$ cat src/common/rs_params.svh
// Reservation station sizing
// Entry count, bus widths and the tag value that marks "no producer"

`ifndef RS_PARAMS_SVH
`define RS_PARAMS_SVH

// number of station entries
`define RS_NUM_ENTRIES 16

// producer tag width
`define RS_TAG_BITS 8

// operand and CDB value width
`define RS_VALUE_BITS 64

// width of the per-entry age counter
`define RS_AGE_BITS 8

// all ones means the operand is already valid or the CDB is idle
`define RS_TAG_NULL 8'hFF

`endif

$ cat src/common/rs_ctrl_pkg.sv
// Entry control types for the reservation station
// State encoding and the age used by the issue arbiter

`default_nettype none

`include "rs_params.svh"

package rs_ctrl_pkg;

   typedef enum logic [2:0] {
      EMPTY     = 3'b000,
      WAIT_A    = 3'b001,
      WAIT_B    = 3'b010,
      WAIT_BOTH = 3'b011,
      READY     = 3'b100
   } entry_state_t;

   // count of younger instructions, saturating, larger is older
   typedef logic [`RS_AGE_BITS-1:0] age_t;

   typedef struct packed {
      entry_state_t state;
      age_t         age;
   } entry_status_t;

endpackage

`default_nettype wire

$ cat src/common/rs_types_pkg.sv
// Instruction and bus types for the reservation station
// Covers the dispatch slots, the common data buses and the issue ports

`default_nettype none

`include "rs_params.svh"

package rs_types_pkg;

   typedef logic [`RS_VALUE_BITS-1:0] value_t;
   typedef logic [`RS_TAG_BITS-1:0]   tag_t;
   typedef logic [4:0]                dest_reg_t;
   typedef logic [4:0]                alu_func_t;

   // one decoded instruction offered by the dispatcher
   // a null tag means the value beside it is already valid
   typedef struct packed {
      logic      valid;
      alu_func_t alu_func;
      dest_reg_t dest_reg;
      tag_t      dest_tag;
      tag_t      tag_a;
      tag_t      tag_b;
      value_t    value_a;
      value_t    value_b;
   } dispatch_inst_t;

   // result broadcast, idle when the tag is null
   typedef struct packed {
      tag_t   tag;
      value_t value;
   } cdb_t;

   // instruction leaving toward the execute stage
   typedef struct packed {
      logic      valid;
      alu_func_t alu_func;
      dest_reg_t dest_reg;
      tag_t      dest_tag;
      value_t    op_a;
      value_t    op_b;
   } issue_inst_t;

endpackage

`default_nettype wire

$ cat src/rs_entry/rs_entry.sv
// Reservation station entry
// Holds one instruction with its two operand slots, its state and its age

`timescale 1ns/1ns
`default_nettype none

`include "rs_params.svh"

module rs_entry
   import rs_types_pkg::*;
   import rs_ctrl_pkg::*;
(
   input  logic           clock,
   input  logic           reset,
   input  logic           fill,
   input  dispatch_inst_t fill_inst,
   input  age_t           fill_age,
   input  logic [1:0]     fill_count,
   input  cdb_t           cdb1,
   input  cdb_t           cdb2,
   input  logic           issued,
   output entry_status_t  status,
   output issue_inst_t    payload
);

   logic                  occupied;
   age_t                  age_q;
   logic [`RS_AGE_BITS:0] age_sum;
   age_t                  age_next;
   alu_func_t             alu_func_q;
   dest_reg_t             dest_reg_q;
   tag_t                  dest_tag_q;
   logic                  waiting_a;
   logic                  waiting_b;
   value_t                value_a;
   value_t                value_b;
   entry_state_t          state;

   ////////////////////////////////////////
   // operand slots
   ////////////////////////////////////////

   rs_operand_wakeup u_operand_a (
      .clock      (clock),
      .reset      (reset),
      .fill       (fill),
      .fill_tag   (fill_inst.tag_a),
      .fill_value (fill_inst.value_a),
      .cdb1       (cdb1),
      .cdb2       (cdb2),
      .waiting    (waiting_a),
      .value      (value_a)
   );

   rs_operand_wakeup u_operand_b (
      .clock      (clock),
      .reset      (reset),
      .fill       (fill),
      .fill_tag   (fill_inst.tag_b),
      .fill_value (fill_inst.value_b),
      .cdb1       (cdb1),
      .cdb2       (cdb2),
      .waiting    (waiting_b),
      .value      (value_b)
   );

   ////////////////////////////////////////
   // occupancy and age
   ////////////////////////////////////////

   // every dispatch after this one makes it older, held at the top value
   assign age_sum  = {1'b0, age_q} + {{(`RS_AGE_BITS-1){1'b0}}, fill_count};
   assign age_next = age_sum[`RS_AGE_BITS] ? '1 : age_sum[`RS_AGE_BITS-1:0];

   always_ff @(posedge clock)
   begin
      if (reset)
      begin
         occupied <= 1'b0;
         age_q    <= '0;
      end
      else if (issued)
      begin
         occupied <= 1'b0;
         age_q    <= '0;
      end
      else if (fill)
      begin
         occupied <= 1'b1;
         age_q    <= fill_age;
      end
      else if (occupied)
         age_q <= age_next;
   end

   always_ff @(posedge clock)
   begin
      if (fill)
      begin
         alu_func_q <= fill_inst.alu_func;
         dest_reg_q <= fill_inst.dest_reg;
         dest_tag_q <= fill_inst.dest_tag;
      end
   end

   // state follows the operand slots so a wakeup is visible the next cycle
   always_comb
   begin
      if (!occupied)
         state = EMPTY;
      else
      begin
         case ({waiting_a, waiting_b})
            2'b00:   state = READY;
            2'b10:   state = WAIT_A;
            2'b01:   state = WAIT_B;
            default: state = WAIT_BOTH;
         endcase
      end
   end

   assign status.state = state;
   assign status.age   = age_q;

   assign payload.valid    = (state == READY);
   assign payload.alu_func = alu_func_q;
   assign payload.dest_reg = dest_reg_q;
   assign payload.dest_tag = dest_tag_q;
   assign payload.op_a     = value_a;
   assign payload.op_b     = value_b;

endmodule

`default_nettype wire

$ cat src/rs_entry/rs_operand_wakeup.sv
// Operand slot of a station entry
// Holds one source tag and value, captures the matching CDB result

`timescale 1ns/1ns
`default_nettype none

`include "rs_params.svh"

module rs_operand_wakeup
   import rs_types_pkg::*;
(
   input  logic   clock,
   input  logic   reset,
   input  logic   fill,
   input  tag_t   fill_tag,
   input  value_t fill_value,
   input  cdb_t   cdb1,
   input  cdb_t   cdb2,
   output logic   waiting,
   output value_t value
);

   tag_t   tag_q;
   value_t value_q;
   tag_t   probe_tag;
   logic   hit1;
   logic   hit2;

   // at fill the incoming tag is snooped, so a same-cycle broadcast is not lost
   assign probe_tag = fill ? fill_tag : tag_q;
   assign hit1      = (probe_tag != `RS_TAG_NULL) && (probe_tag == cdb1.tag);
   assign hit2      = (probe_tag != `RS_TAG_NULL) && (probe_tag == cdb2.tag);

   always_ff @(posedge clock)
   begin
      if (reset)
         tag_q <= `RS_TAG_NULL;
      else if (hit1 || hit2)
         tag_q <= `RS_TAG_NULL;
      else if (fill)
         tag_q <= fill_tag;
   end

   // cdb1 wins when both buses carry the tag
   always_ff @(posedge clock)
   begin
      if (hit1)
         value_q <= cdb1.value;
      else if (hit2)
         value_q <= cdb2.value;
      else if (fill)
         value_q <= fill_value;
   end

   assign waiting = (tag_q != `RS_TAG_NULL);
   assign value   = value_q;

endmodule

`default_nettype wire

$ cat config.mk
export PLATFORM = sky130hd
export DESIGN_NAME = rs_entry
export DESIGN_NICKNAME = d
export VERILOG_FILES = /design/src/common/rs_ctrl_pkg.sv /design/src/common/rs_types_pkg.sv /design/src/rs_entry/rs_entry.sv /design/src/rs_entry/rs_operand_wakeup.sv
export VERILOG_INCLUDE_DIRS = /design/src /design/src/common
export SDC_FILE = /design/constraint.sdc
export NUM_CORES = 1
export LEC_CHECK = 0
export BUFFER_PORTS_ARGS = -buffer_cell sky130_fd_sc_hd__buf_2
export CORE_AREA = 2 2 186 188
export DETAILED_ROUTE_END_ITERATION = 10
export DIE_AREA = 0 0 188 190
export MAX_ROUTING_LAYER = met4
export PLACE_DENSITY = 0.63
export SLEW_MARGIN = 10
export SYNTH_ARGS = -nofsm -noshare
export SYNTH_HDL_FRONTEND = slang
export SYNTH_HIERARCHICAL = 1
export SYNTH_SLANG_ARGS = --single-unit
$ cat constraint.sdc
create_clock -name clock -period 8.6 [get_ports clock]
set_input_delay 0 -clock clock [delete_from_list [all_inputs] [get_ports clock]]
set_output_delay 0 -clock clock [all_outputs]
set_load 0.02 [all_outputs]
==> impl_results.md <==
- Global-route wire length before repair: 74,400 um
- Tightest Pin Transition: 0.999 ns
- Clk buf depth: 2
- Startpoint Class: input port
- Layout area overhead: 60.8%
- Setup Buffers After CTS: 0
- Die ar.: 0.0357 mm^2
- DR iter-0 viols: 1,842
- Leak: 6.13 nW
- Root buf cell: clkbuf_16
- Multi-input gate area: 0.00480 mm^2
- Cells after Synth: 989
- Via count of the first global-routing pass: 12,900
- GRT Util Overall: 28.0%
- Die width: 188 um
- Seq/Total Area, Yosys: 47.2%
- Core region area: 0.0339 mm^2
- Fin crit share: 50.4%
- Reg area: 0.00488 mm^2
- Detailed Place HPWL: 29,300 um
- Largest cells by area after synthesis: edfxtp_1 (42%), o31ai_1 (9.4%), nand4_1 (8.5%)
- Largest net degree at the start of global routing: 83
- Synth top area share: 42.4%
- Syn avg cell area: 10.5 um^2
- GRT overflow: 0
- Pwr dens: 144 mW/mm^2
- Ys flop type: edfxtp_1
- Antenna violations before repair: 9
- IO Pins: 479
- DR vias/cell: 6.00
- DRC Markers: 0
- # rows: 68
- 1st-pass router iterations: 8
- Synth Warn #: 6
- Async S/R FF share, synth: 0%
- Clock buffer count from CTS: 17
- H-tree depth: 4
- Max VDD drop: 0.162 mV
- Setup violators final: 0
- Worst-path fanout max: 72
- Port Buffers: 477
- Top cells by count, synth: edfxtp_1 (146), nand4_1 (141), a31oi_1 (129), o31ai_1 (129), nor4_1 (128)
- Worst-Skew Late Latency: 0.46 ns
- Dominant cell type by area after synthesis: edfxtp_1
- Die height: 190 um
- DRT antenna net count: 0
- Synth cell types: 44
- CP Class: in2reg
- Clock sink total: 171
- RSZ-0062 raised after global routing: false
- Hold Vio Cnt, Final: 0
- Worst-path clk slew: 0.08 ns
- Drt wl/cell: 23.5 um
- HP Class: in2reg
- Synthesized cell area: 0.0103 mm^2
- CP Capture Type: flop
- Slew Limit Fails: 0
- Filler cells: 3,123
- Nets: 2,010
- Most numerous cell in the Yosys netlist: edfxtp_1
- Post-route cell area: 0.0166 mm^2
- Mapped Nets: 1,313
- Area after DPL: 0.0128 mm^2
- R2R Setup Slk: 4.84 ns
- Post-synth EDFFs: 146
- Initial Util: 30.5%
- Status: complete, no violations
- Slew margin rel.: 33.4%
- Routed via count: 13,000
- Placer Congestion: 0.879
- CTS tree: built
- Max capacitance violation total: 0
- Achievable Freq: 0.231 GHz
- Sum Neg Setup Slack: 0 ns
- Ratio of cells with drive above 1 in the final layout: 33.1%
- Final wirelength: 50,800 um
- Final min period: 4.33 ns
- Worst Path Arrival: 4.54 ns
- Post-synthesis register bit count: 171
- Clock skew: 0.0115 ns
- Required time worst endpoint: 8.81 ns
placed cells by master, fill, tap and decap left out, types with 3 or more instances in the layout:
master,instances
buf_2,477
dlygate4sd3_1,321
edfxtp_1,146
nand4_1,141
o31ai_1,129
a31oi_1,129
nor4_1,128
xor2_1,32
dfxtp_1,25
buf_4,23
clkbuf_16,17
nand4b_1,16
mux2i_4,12
nor2_1,9
a21oi_1,8
diode_2,7
inv_1,7
o21ai_0,6
inv_6,6
nor3b_1,4
nor3_1,4
a22oi_1,4
nand3_1,4
mux2i_1,4
nand4_4,4
and4_2,4
nand2_1,3
clkinvlp_4,3
inv_8,3
path summary, 6_finish.rpt:
path / start / to / cells after the start
min reg2reg: age_q[6] / age_q[6] / 2
min: cdb1[27] / u_operand_a/value[27] / 3
max: fill / u_operand_a/value[30] / 10
max reg2reg: u_operand_a/tag_q[7] / u_operand_a/value[30] / 8
worst max-delay path: stages:
cell and delay [ns]:
buf_2 0.62, buf_4 0.57, mux2i_1 0.43, xor2_1 0.11
nand4_1 0.09, buf_4 0.75, or3_2 0.26, buf_4 0.78
a31oi_1 0.20, dlygate4sd3_1 0.64
final cells by class:
type	count	area share, %
repair buffers	821	34.7
inverters	7	0.158
clock inverters	15	0.790
multi-input cells	668	28.9
diodes	7	0.105
clock buffers	17	2.56
flip-flops and latches	171	29.4
well taps	455	3.42
timing repair:
action / CTS / global route
hold endpoints to repair: 171 / 0
hold buffers: 321 / 0
resized for setup: 0 / 0
state kept, by name, indices dropped and copies added (netlist names):
signal,flops
u_operand_b/tag_q,8
dest_reg_q,5
dest_tag_q,8
occupied,1
u_operand_b/value,64
alu_func_q,5
age_q,8
u_operand_a/value,64
u_operand_a/tag_q,8
through the flow:
stage	hold slack (ns)	utilization (%)	total power, mW	worst slack [ns]	std cells
floorplan	0.0989	-	1.27	5.01	989
global placement	0.178	37.8	1.50	3.96	1801
detailed placement	0.179	37.8	1.51	3.94	1801
CTS	0.00721	48.9	2.39	4.41	2154
global route	0.0363	49.0	2.47	4.08	2161
finish	0.0270	49.0	2.40	4.27	2161
power by group:
| group | internal (mW) | switching (mW) |
|---|---|---|
| clock | 0.381 | 0.389 |
| combinational | 0.254 | 0.392 |
| sequential | 0.961 | 0.0204 |
| total | 1.60 | 0.801 |
kinds of logic after synthesis:
family | count (synthesis) | synth area share, %
AND/OR/NAND/NOR | 331 | 20.7
AO/OA/AOI/OAI | 285 | 18.7
flip-flops | 171 | 47.2
buffers and inverters | 150 | 7.14
XOR/XNOR | 33 | 2.79
multiplexers | 16 | 3.00
adder cells (fa/ha/maj) | 3 | 0.436
metal layers:
metal  track usage, %  wire length [um]
met5                -                 0
met2             44.4             24200
met1             34.1             19600
met4             13.2              1730
met3             5.77              5330
No activity file was read; power rests on OpenSTA's default activity.
